File: src/design/dbg_pkg.sv
package dbg_pkg;

    // Serial line and datapath sizes
    localparam int CLKS_PER_BIT = 8;
    localparam int NB_DATA      = 8;
    localparam int NB_WORD      = 32;
    localparam int IM_BYTES     = 64;   // 16 instructions
    localparam int RB_DEPTH     = 32;
    localparam int DM_DEPTH     = 128;

    localparam int NB_IM_ADDR   = $clog2(IM_BYTES);
    localparam int NB_RB_ADDR   = $clog2(RB_DEPTH);
    localparam int NB_DM_ADDR   = $clog2(DM_DEPTH);
    localparam int NB_TICK      = $clog2(CLKS_PER_BIT);
    localparam int NB_BIT_CNT   = $clog2(NB_DATA);
    localparam int NB_OPCODE    = 4;

    // Host commands
    localparam logic [NB_DATA-1:0] CMD_WRITE_IM     = 8'd1;
    localparam logic [NB_DATA-1:0] CMD_START        = 8'd2;
    localparam logic [NB_DATA-1:0] CMD_STEP_BY_STEP = 8'd3;
    localparam logic [NB_DATA-1:0] CMD_SEND_BR      = 8'd4;
    localparam logic [NB_DATA-1:0] CMD_SEND_MEM     = 8'd5;
    localparam logic [NB_DATA-1:0] CMD_SEND_PC      = 8'd6;
    localparam logic [NB_DATA-1:0] CMD_STEP         = 8'd7;
    localparam logic [NB_DATA-1:0] CMD_CONTINUE     = 8'd8;

    typedef enum logic [3:0] {
        IDLE,
        START_WRITE_IM,
        WRITE_IM,
        READY,
        START,
        STEP_BY_STEP,
        SEND_PC,
        SEND_MEM,
        SEND_BR
    } dbg_state_e;

    localparam logic [NB_OPCODE-1:0] OP_NOP  = 4'd0;
    localparam logic [NB_OPCODE-1:0] OP_ADDI = 4'd1;
    localparam logic [NB_OPCODE-1:0] OP_ADD  = 4'd2;
    localparam logic [NB_OPCODE-1:0] OP_SB   = 4'd3;
    localparam logic [NB_OPCODE-1:0] OP_HALT = 4'd15;

    // Debug unit to core
    typedef struct packed {
        logic                  run;
        logic                  step_flag;
        logic                  step;
        logic                  im_write;
        logic [NB_IM_ADDR-1:0] im_addr;
        logic [NB_DATA-1:0]    im_data;
        logic [NB_RB_ADDR-1:0] rb_addr;
        logic [NB_DM_ADDR-1:0] dm_addr;
    } dbg_core_ctrl_t;

    // Core back to debug unit
    typedef struct packed {
        logic [NB_WORD-1:0] pc;
        logic               halt;
        logic [NB_WORD-1:0] rb_data;
        logic [NB_DATA-1:0] dm_data;
    } dbg_core_stat_t;

endpackage

File: src/design/uart_rx.sv
`timescale 1ns/1ps

module uart_rx (
    input  logic                        i_clock,
    input  logic                        i_reset,
    input  logic                        i_serial,
    output logic [dbg_pkg::NB_DATA-1:0] o_data,
    output logic                        o_valid
);
    import dbg_pkg::*;

    typedef enum logic [1:0] {RX_IDLE, RX_START, RX_DATA, RX_STOP} rx_state_e;

    rx_state_e              state;
    logic [NB_TICK-1:0]     tick;
    logic [NB_BIT_CNT-1:0]  bit_cnt;
    logic [NB_DATA-1:0]     shift;

    always_ff @(posedge i_clock) begin
        if (i_reset) begin
            state   <= RX_IDLE;
            tick    <= '0;
            bit_cnt <= '0;
            o_valid <= 1'b0;
        end else begin
            o_valid <= 1'b0;
            case (state)
                RX_IDLE: begin
                    tick    <= '0;
                    bit_cnt <= '0;
                    if (!i_serial) state <= RX_START;  // Falling edge of start bit
                end
                RX_START: begin
                    tick <= tick + 1'b1;
                    if (tick == NB_TICK'(CLKS_PER_BIT / 2 - 1)) begin
                        tick  <= '0;
                        // Glitch shorter than half a bit goes back to idle
                        state <= i_serial ? RX_IDLE : RX_DATA;
                    end
                end
                RX_DATA: begin
                    tick <= tick + 1'b1;
                    if (tick == NB_TICK'(CLKS_PER_BIT - 1)) begin
                        tick    <= '0;
                        shift   <= {i_serial, shift[NB_DATA-1:1]};  // LSB first
                        bit_cnt <= bit_cnt + 1'b1;
                        if (bit_cnt == NB_BIT_CNT'(NB_DATA - 1)) state <= RX_STOP;
                    end
                end
                default: begin
                    tick <= tick + 1'b1;
                    if (tick == NB_TICK'(CLKS_PER_BIT - 1)) begin
                        state   <= RX_IDLE;
                        o_valid <= i_serial;  // Framing error drops the byte
                    end
                end
            endcase
        end
    end

    assign o_data = shift;

endmodule

File: config.mk
export PLATFORM = sky130hd
export DESIGN_NAME = uart_rx
export DESIGN_NICKNAME = d
export VERILOG_FILES = /design/src/design/dbg_pkg.sv /design/src/design/uart_rx.sv
export SDC_FILE = /design/constraint.sdc
export NUM_CORES = 1
export LEC_CHECK = 0
export ABC_AREA = 1
export ABC_CLOCK_PERIOD_IN_PS = 1400
export BUFFER_PORTS_ARGS = -buffer_cell sky130_fd_sc_hd__buf_2
export CAP_MARGIN = 20
export CORE_MARGIN = 4
export CORE_UTILIZATION = 45
export DETAILED_ROUTE_END_ITERATION = 16
export PLACE_DENSITY = 0.69
export SETUP_SLACK_MARGIN = 0.3
export SLEW_MARGIN = 20
export SYNTH_ARGS = -nofsm -noshare
export SYNTH_HDL_FRONTEND = slang
export SYNTH_SLANG_ARGS = --single-unit
export TNS_END_PERCENT = 100
File: constraint.sdc
create_clock -name i_clock -period 1.4 [get_ports i_clock]
set_input_delay 0.07 -clock i_clock [delete_from_list [all_inputs] [get_ports i_clock]]
set_output_delay 0.07 -clock i_clock [all_outputs]
set_load 0.02 [all_outputs]
-- Word level (Yosys, flattened, before mapping)
Index checks and enable logic that the tools add are counted.
- bits in registers: 17
- logic and storage cells: 37
- reductions and logical operators: 7
- multiplexer cells: 12
- equal/unequal tests: 9
- bitwise gates (word level): 2
- $add $sub $neg: 2
- operator list (kind ; number):
    $mux W2 ; 6
    $mux W3 ; 3
    $pmux W3 S3 ; 1
    $ne A2 B2 Y1 const B ; 4
    $add A3 B1 Y3 const B ; 2
    $eq A3 B3 Y1 const B ; 2
    $pmux W2 S3 ; 1
    $pmux W3 S2 ; 1
    $reduce_and A5 Y1 ; 1
    $reduce_or A5 Y1 ; 1
    $eq A3 B2 Y1 const B ; 1
    $reduce_and A3 Y1 ; 1
    $reduce_bool A3 Y1 ; 1
    $eq A2 B1 Y1 const B ; 1
    $eq A2 B2 Y1 const B ; 1
    $logic_not A2 Y1 ; 1
    $not A1 Y1 ; 2
    $reduce_and A2 Y1 ; 1
    $reduce_bool A2 Y1 ; 1

-- Longest topological paths before layout
Gate-level depths: netlist of the first run.
- word-level depth: 4
- gate-level depth with buffers: 9

-- Least setup slack after synthesis of the first run
No wires, ideal clock.
- path kind: flip-flop to flip-flop
- from: reg tick[0]
- to: reg shift[0], in the netlist o_data[0] (enable)
- clock period less this slack: 1.488 ns
- data required time: 1.030 ns
- stages on the path, launching flop included: 5
- arrival: 1.117 ns
- setup slack: -0.088 ns
- path buffers: 0
- setup time: 0.370 ns
- cells stage by stage: dfxtp_1 > ha_1 > ha_1 > nand2_1 > nor2_1
- cells in the longest elaborated chain, start to end: 2
- ends and longest elaborated chain (what ; line ; RTL):
    from (decl) ; uart_rx.sv:15 ; logic [NB_TICK-1:0] tick;
    from (signal assigned) ; uart_rx.sv:34 ; tick <= tick + 1'b1;
    from (signal assigned) ; uart_rx.sv:42 ; tick <= tick + 1'b1;
    from (signal assigned) ; uart_rx.sv:51 ; tick <= tick + 1'b1;
    $eq A3 B3 Y1 ; uart_rx.sv:43 ; if (tick == NB_TICK'(CLKS_PER_BIT - 1)) begin
    $reduce_and A3 Y1 (no line) ; - ;
    to (signal assigned) ; uart_rx.sv:45 ; shift <= {i_serial, shift[NB_DATA-1:1]};
    to (decl) ; uart_rx.sv:17 ; logic [NB_DATA-1:0] shift;
Every way passes these cells.
A chain may end at the register's enable or synchronous reset.

-- Worst setup path in the final report of the first run
Ends and elaborated chain as after synthesis.

==> metrics.txt, run 1 <==
status=finished, final reports clean; Detailed Route WL=about 1.7 mm; overall power=roughly 1.5 mW; drt pass-1 iters=4; worst hold path type=in2reg; WP data required=between 1 and 1.5 ns; Internal=0.929 mW; Synth area leaders=edfxtp_1 (29%), dfxtp_1 (22%), ha_1 (17%); DR iter-0 viols=11; Crit path top cell by count=ha_4; worst path bufs/invs=0; Clk pwr share=~18%; Core ar.=1730 um2; Critical Path Fanout Max=8; Synth Area per Inst=between 8 and 9 um2; Slew Limit Fails=0; Die Ht=just over 50 um; Vias/cell=slightly below 5; fin util=about 67%; gr usage total=between 10% and 20%; Initial Utilization=47.8%; crit-path leading delay family=flip-flops; share of the synthesized area in the top cell type=~29%; Distinct cells, synth=13; Hold Crit Depth=2; Diodes inserted=0; r2r worst-path depth=4; slew margin rel.=~85%; FMAX=~800 MHz; Switching Share=around 38%; Fin Setup TNS=0 ns; CP Capture Type=register; number of synthesized flops with an enable pin=8; Synth area leader=edfxtp_1; Reg power frac=41.2%; leakage power figure=about 0.5 nW; Pwr per Cell Area=1300 nW/um2; Max Cap Viol=0; synthesized area=about 820 um2; layout cell share with drive strength beyond 1=roughly 41%; Die ar.=2580 um2; GPL Wtd Cong=around 0.81; Worst IR Drop VDD=approximately 0.84 mV; final worst setup slack=0.128 ns; NetSw=0.564 mW; total grt overflow=0; Top FF cell, synth=dfxtp_1; Period minus WS final=1.27 ns; DP Worst Slack=around 0.15 ns; H-tree Lvls=1; row count=15; final hold vios=0; largest net degree at the start of global routing=11; worst slew pin tran=0.231 ns; vias in the first global route=roughly 680; # setup viols final=0; clk buf depth=2; total CTS buffers=3; setup slack, reg-to-reg=between 0.1 and 0.15 ns; Crit-path slowest cell=dfxtp_2; RSZ-0062 raised after global routing=yes; die width=50.8 um; Combinational Power Share=41.2%; FILL cells=between 100 and 150; Root Driver=clkbuf_4; Post-Layout Cell Count=approximately 140; crit start category=register; CTS tree=built; placed insts=approximately 130; drt wl/cell=12.5 um; hold_sp=i_reset; Tcrit/Tclk final=about nine tenths; Hold Path Sink=bit_cnt[2]; ys async rst share=0%; Final HPWL DP=about 1.1 mm; IO buf count=11; warnings from Yosys=0; reg-to-reg endpoint=o_data[0]; Setup Skew=~0.0045 ns; crit-path cells=ha_4 > ha_4 > nand2_4 > nor2_4; critical path's largest stage delay=~0.36 ns; critical path class=reg2reg; Syn Nets=106; Critical Path AT=between 1 and 1.5 ns; worst-skew pair later-pin latency=0.29 ns; clk sinks=17; most frequent cells after synthesis=nand2_1 (19), inv_1 (16), ha_1 (11), dfxtp_1 (9), nor2_1 (9); I/O pin count=12; Sequential Area=around 430 um2; Post-Synthesis Cells=92; Reg clk slew, reported paths=~0.10 ns; first-pass GRT wire length=2.77 mm; DRC violations left=0; via count=about 670; Final ANT Viol Nets=0; Area Growth Syn to Fin=39.3%; count leader, synth=nand2_1; multi-input logic area=479 um2; RR Startpoint=tick[0]; flops & latches, synth=17; initial antenna violation count=0; Post-layout nets=between 100 and 150; post-synthesis sequential area ratio=about half
-- placed cells by master (no fill, tap or decap) --
cell type / netlist / final
a21oi_1: 4 / 3
nor2_2: 0 / 3
clkinv_2: 0 / 1
inv_1: 16 / 13
o21ai_2: 0 / 1
a21oi_2: 0 / 1
nand2_2: 0 / 1
o21ai_0: 3 / 3
dfxtp_2: 0 / 5
nor2_4: 0 / 1
nand2_1: 19 / 16
dlygate4sd3_1: 0 / 3
inv_2: 2 / 3
clkbuf_4: 0 / 3
edfxtp_1: 8 / 8
o211ai_1: 1 / 1
inv_4: 0 / 2
o21ai_1: 2 / 1
nor2_1: 9 / 5
ha_4: 0 / 7
dfxtp_1: 9 / 3
nor4_4: 0 / 1
dfxtp_4: 0 / 1
ha_1: 11 / 4
nand3_1: 7 / 7
nand2_4: 0 / 2
buf_4: 0 / 3
buf_2: 0 / 11
-- kinds of logic after synthesis --
logic type      share of synthesized area (%)
simple gates                             17.8
buf+inv                                  8.19
flops                                    51.0
fa+ha+maj                                16.7
compound gates                           6.37
-- worst max-delay path by stage --
stage          startpoint         to  slack (ns)  cells after the start
2_1_floorplan     tick[1]  o_data[0]        0.23                      4
3_3_place_gp      tick[1]  o_data[3]        0.17                      4
3_5_place_dp      tick[1]   state[1]        0.15                      9
4_1_cts           tick[1]   state[1]        0.14                      9
5_1_grt          state[1]   state[0]        0.04                      7
6_report          tick[0]  o_data[0]        0.13                      4
-- state kept, by name (all words and copies together) (netlist names) --
signal	flops
o_data	8
bit_cnt	3
tick	3
state	2
o_valid	1
-- power groups by stage --
| stage | Sequential (mW) | Clock [mW] | Combinational [mW] |
|---|---|---|---|
| floorplan | 0.612 | 0 | 0.367 |
| global placement | 0.617 | 0 | 0.448 |
| detailed placement | 0.619 | 0 | 0.449 |
| CTS | 0.607 | 0.264 | 0.515 |
| global route | 0.623 | 0.287 | 0.683 |
| finish | 0.615 | 0.263 | 0.615 |
-- final cells by class --
type | instances | area share (%)
sequential | 17 | 37.5
clock inverter | 1 | 0.436
inverter | 18 | 6.32
tap | 25 | 2.72
multi-input combinational | 57 | 41.7
clock buffer | 3 | 1.96
timing repair buffer | 17 | 9.37
-- through the flow --
stage                     instance area [um2]  hold slack, ns
after global routing                     1150          0.0156
after CTS                                1080       0.0000542
final                                    1150         0.00513
after floorplan                           900           0.139
after global placement                    986           0.283
after detailed placement                  986           0.284
-- timing repair --
action | in CTS | in global routing
setup endpoints to repair | 15 | 16
gates resized for setup | 3 | 17
buffers inserted | 2 | 1
endpoints found under the hold margin | 2 | 0
pin swaps | 0 | 10
hold buffers | 3 | 0
-- layer usage --
layer,vias to the layer above,wire [um],share of wire [%],track usage [%]
met5,-,0,0,0
met4,0,14,0.81,3.14
met3,4,58,3.4,2.67
met2,12,883,51,24.3
met1,314,773,45,16.9
li1,338,-,-,-
No activity file was read; power rests on OpenSTA's default activity.
==> inputs of run 2 (changes only) <==
- CORE_UTILIZATION: 45 -> 32
- PLACE_DENSITY: 0.69 -> 0.53
==> run 2 against run 1 <==
Against the previous run: clock power shrank 3%; final area shrank 6.4%; wire length shrank 16%.
==> metrics.txt, run 2 (same netlist as run 1, synthesis figures left out) <==
Period minus WS final=1.25 ns; commonest non-fill, non-tap cell in the layout=nand2_1; fin util=a little over two fifths; final hold vios=0; routing usage on met3=between 4 and 5%; Setup Skew=0.0118 ns; CP Capture Type=register; Area Growth Syn to Fin=30.3%; Die Ht=roughly 59 um; multi-input logic area=slightly above 400 um2; Final HPWL DP=approximately 1.2 mm; Critical Path AT=1.22 ns; most used routing layer=met2; first-pass GRT wire length=~2.5 mm; Internal=just under 0.9 mW; largest net degree at the start of global routing=10; grt met2 use=between 10% and 20%; Root Driver=clkbuf_4; DR iter-0 viols=1; Slew Limit Fails=0; Tcrit/Tclk final=between 80% and 90%; drt wl/cell=a little over 10 um; Detailed Route WL=around 1.5 mm; worst slew pin tran=0.233 ns; row count=18; leakage power figure=0.479 nW; WP data required=between 1 and 1.5 ns; I/O pin count=12; initial antenna violation count=0; most frequent cells in the layout=nand2_1 (17), inv_1 (13), buf_2 (11); Clk pwr share=between 10% and 20%; grt met1 use=approximately an eighth; Max Cap Viol=0; total grt overflow=0; RSZ-0062 raised after global routing=yes; total CTS buffers=3; Reg clk slew, reported paths=approximately 0.10 ns; clk sinks=17; layout cell share with drive strength beyond 1=between 30% and 40%; drt pass-1 iters=4; setup slack, reg-to-reg=0.15 ns; Vias/cell=approximately 4.4; # setup viols final=0; Core ar.=around 2500 um2; CTS tree=built; slew margin rel.=between 80% and 90%; Critical Path Fanout Max=8; Switching Share=about a third; vias in the first global route=572; via count=slightly above 600; critical path class=reg2reg; Sequential Area=approximately 430 um2; Combinational Power Share=36.3%; Pwr per Cell Area=1260 nW/um2; crit start category=register; Diodes inserted=0; FMAX=between 800 and 900 MHz; Die ar.=about 3500 um2; DP Worst Slack=between 0.1 and 0.15 ns; IO buf count=11; FILL cells=around 260; Reg power frac=about 45%; H-tree Lvls=1; status=finished, final reports clean; DRC violations left=0; GPL Wtd Cong=0.738; worst hold path type=in2reg; Worst IR Drop VDD=~1.0 mV; Final ANT Viol Nets=0; die width=58.8 um; gr usage total=about a tenth; clk buf depth=2; Post-layout nets=between 100 and 150; worst-skew pair later-pin latency=roughly 0.29 ns; Initial Utilization=around 33%; Fin Setup TNS=0 ns; max reg flops=8; final worst setup slack=between 0.15 and 0.2 ns; NetSw=roughly 0.48 mW
[run 2: cell types whose count changed in the layout (fill, tap and decap cells not counted), sizes merged]
cell    before  now
buf         14   13
clkbuf       3    4
clkinv       1    0
[run 2: area by class of cell]
class                           count  area share [%]
Clock buffer                        4            2.44
Inverter                           18            6.29
Multi-Input combinational cell     57            38.5
Sequential cell                    17            39.9
Tap cell                           30            3.49
Timing Repair Buffer               16            9.31
[run 2: power groups by stage]
stage,clock [mW],combinational [mW],sequential [mW]
floorplan,0,0.367,0.612
global placement,0,0.454,0.617
detailed placement,0,0.457,0.619
CTS,0.271,0.485,0.610
global route,0.290,0.563,0.619
finish,0.256,0.493,0.610
[run 2: final timing paths]
kind | from | end | cells after the start
setup / recovery | tick[1] | o_data[1] | 4
hold / removal | i_reset | bit_cnt[2] | 2
setup reg to reg | tick[1] | o_data[1] | 4
hold reg to reg | o_data[6] | o_data[5] | 0
[run 2: per-layer routing]
metal  vias up  part of all wire (%)  wire length, um
li1        335                     -                -
met1       273                    46              668
met2        11                    49              705
met3         0                   5.4               79
met4         0                     0                0
met5         -                     0                0
[run 2: through the flow]
| stage | instance area [um2] | total power, mW | cells | hold WS [ns] |
|---|---|---|---|---|
| finish | 1070 | 1.36 | 142 | 0.00698 |
| global route | 1070 | 1.47 | 142 | 0.0162 |
| CTS | 1070 | 1.37 | 142 | 0.00223 |
| detailed placement | 992 | 1.08 | 133 | 0.279 |
| global placement | 992 | 1.07 | 133 | 0.280 |
| floorplan | 900 | 0.979 | 92 | 0.139 |
[run 2: critical path, stage by stage, from the launching register on]
cell     delay, ns
dfxtp_2       0.36
ha_4          0.16
ha_4          0.15
nand2_4       0.06
nor2_4        0.21
[run 2: repair_timing]
action,in CTS,in global routing
endpoints found under the hold margin,2,0
hold buffers,3,0
setup endpoints to repair,15,16
gates resized for setup,3,4
cloned,0,0
buffers inserted,2,0
pin swaps,2,1
==> inputs of run 3 (changes only) <==
- PLACE_DENSITY: 0.53 -> unset
==> run 3 against run 2 <==
Against the previous run: power grew 18%; first-iteration DRC count grew to 10 times the previous value; flip-flop and latch count is the same; combinational power grew 49%; sequential share of layout area shrank 5.2 points; die area is the same.
==> metrics.txt, run 3 (same netlist as run 1, synthesis figures left out) <==
status=finished, final reports clean; # setup viols final=0; fin util=between 50% and 60%; Detailed Route WL=1.70 mm; FMAX=around 790 MHz; via count=between 600 and 700; Crit path top cell by count=ha_4; worst-skew pair later-pin latency=just under 0.3 ns; critical path class=reg2reg; clk sinks=17; worst hold path type=in2reg; vias in the first global route=between 600 and 700; GPL Wtd Cong=around 0.76; clk buf depth=2; Diodes inserted=0; Die Ht=between 50 and 60 um; Period minus WS final=between 1 and 1.5 ns; worst slew pin tran=approximately 0.23 ns; DRC violations left=0; Slew Limit Fails=0; die width=58.8 um; setup slack, reg-to-reg=~0.13 ns; Crit-path slowest cell=dfxtp_2; commonest non-fill, non-tap cell in the layout=nand2_1; grt met1 use=approximately 12%; Worst IR Drop VDD=0.891 mV; Core ar.=2480 um2; crit-path leading delay family=flip-flops; Vias/cell=roughly 4.6; I/O pin count=12; reg-to-reg endpoint=o_data[1]; Fin Setup TNS=0 ns; total grt overflow=0; Tcrit/Tclk final=around nine tenths; Final HPWL DP=around 1.2 mm; CTS tree=built; final hold vios=0; Setup Skew=about 0.00091 ns; critical path's largest stage delay=roughly 0.36 ns; Post-layout nets=132; RR Startpoint=tick[1]; r2r worst-path depth=4; Initial Utilization=between 30 and 40%; initial antenna violation count=0; routing usage on met3=4.61%; Area Growth Syn to Fin=51.6%; row count=18; crit start category=register; most used routing layer=met2; max reg flops=8; hold_sp=i_reset; Max Cap Viol=0; largest net degree at the start of global routing=11; drt wl/cell=roughly 12 um; gr usage total=roughly a tenth; CP Capture Type=register; Critical Path AT=approximately 1.3 ns; FILL cells=~230; origin of the worst setup path=tick[1]; WP data required=approximately 1.4 ns; worst path bufs/invs=0; Critical Path Fanout Max=8; Fin Hold WS=about 0.038 ns; Hold Path Sink=tick[0]; leakage power figure=about 0.53 nW; Hold Crit Depth=4; Reg clk slew, reported paths=approximately 0.1 ns; crit-path cells=ha_4 > ha_4 > nand2_4 > nor2_4; Pwr per Cell Area=1280 nW/um2; RSZ-0062 raised after global routing=yes; most frequent cells in the layout=nand2_1 (13), buf_2 (11), inv_1 (10); Die ar.=~3500 um2; total CTS buffers=3; layout cell share with drive strength beyond 1=~53%; H-tree Lvls=1; Root Driver=clkbuf_4; DR iter-0 viols=10; drt pass-1 iters=4; Final ANT Viol Nets=0; IO buf count=11; first-pass GRT wire length=around 2.7 mm; grt met2 use=17.7%; slew margin rel.=roughly 84%
-- run 3: per-layer routing --
metal / part of all wire (%) / vias to the layer above
li1: - / 344
met1: 40 / 323
met2: 54 / 13
met3: 5.5 / 0
met4: 0 / 0
met5: 0 / -
-- run 3: metrics by stage --
| stage | area, um2 | power [mW] | setup slack (ns) | instances |
|---|---|---|---|---|
| 2_1_floorplan | 900 | 0.979 | 0.231 | 92 |
| 3_3_place_gp | 992 | 1.06 | 0.161 | 133 |
| 3_5_place_dp | 992 | 1.07 | 0.129 | 133 |
| 4_1_cts | 1090 | 1.41 | 0.140 | 144 |
| 5_1_grt | 1250 | 1.73 | 0.0543 | 147 |
| 6_report | 1250 | 1.60 | 0.129 | 147 |
-- run 3: layout make-up --
class / count / area (um2) / share of cell area, %
Multi-Input combinational cell: 57 / 529 / 42.3
Sequential cell: 17 / 434 / 34.7
Timing Repair Buffer: 21 / 146 / 11.7
Inverter: 18 / 75.1 / 6.01
Tap cell: 30 / 37.5 / 3.00
Clock buffer: 3 / 22.5 / 1.80
Clock inverter: 1 / 5.00 / 0.400
-- run 3: worst min-delay path, stage by stage --
cell,delay (ns)
buf_2,0.11
nor2_1,0.04
nand2_1,0.05
inv_1,0.03
-- run 3: worst max path at each step --
| stage | slack [ns] | cells after the start | end |
|---|---|---|---|
| 2_1_floorplan | 0.23 | 4 | o_data[0] |
| 5_1_grt | 0.05 | 8 | state[0] |
| 4_1_cts | 0.14 | 4 | o_data[2] |
| 3_3_place_gp | 0.16 | 4 | o_data[4] |
| 3_5_place_dp | 0.13 | 4 | o_data[3] |
| 6_report | 0.13 | 4 | o_data[1] |
-- run 3: power breakdown --
group | internal, mW | switching, mW | total (mW)
registers | 0.566 | 0.0475 | 0.613
logic | 0.343 | 0.389 | 0.733
clock network | 0.106 | 0.153 | 0.259
-- run 3: repair_timing --
action	CTS	global route
setup endpoints to repair	15	17
hold endpoints to repair	4	0
setup buffers	5	3
pin swaps	2	9
hold buffers	2	0
cloned	0	0
resized for setup	6	35
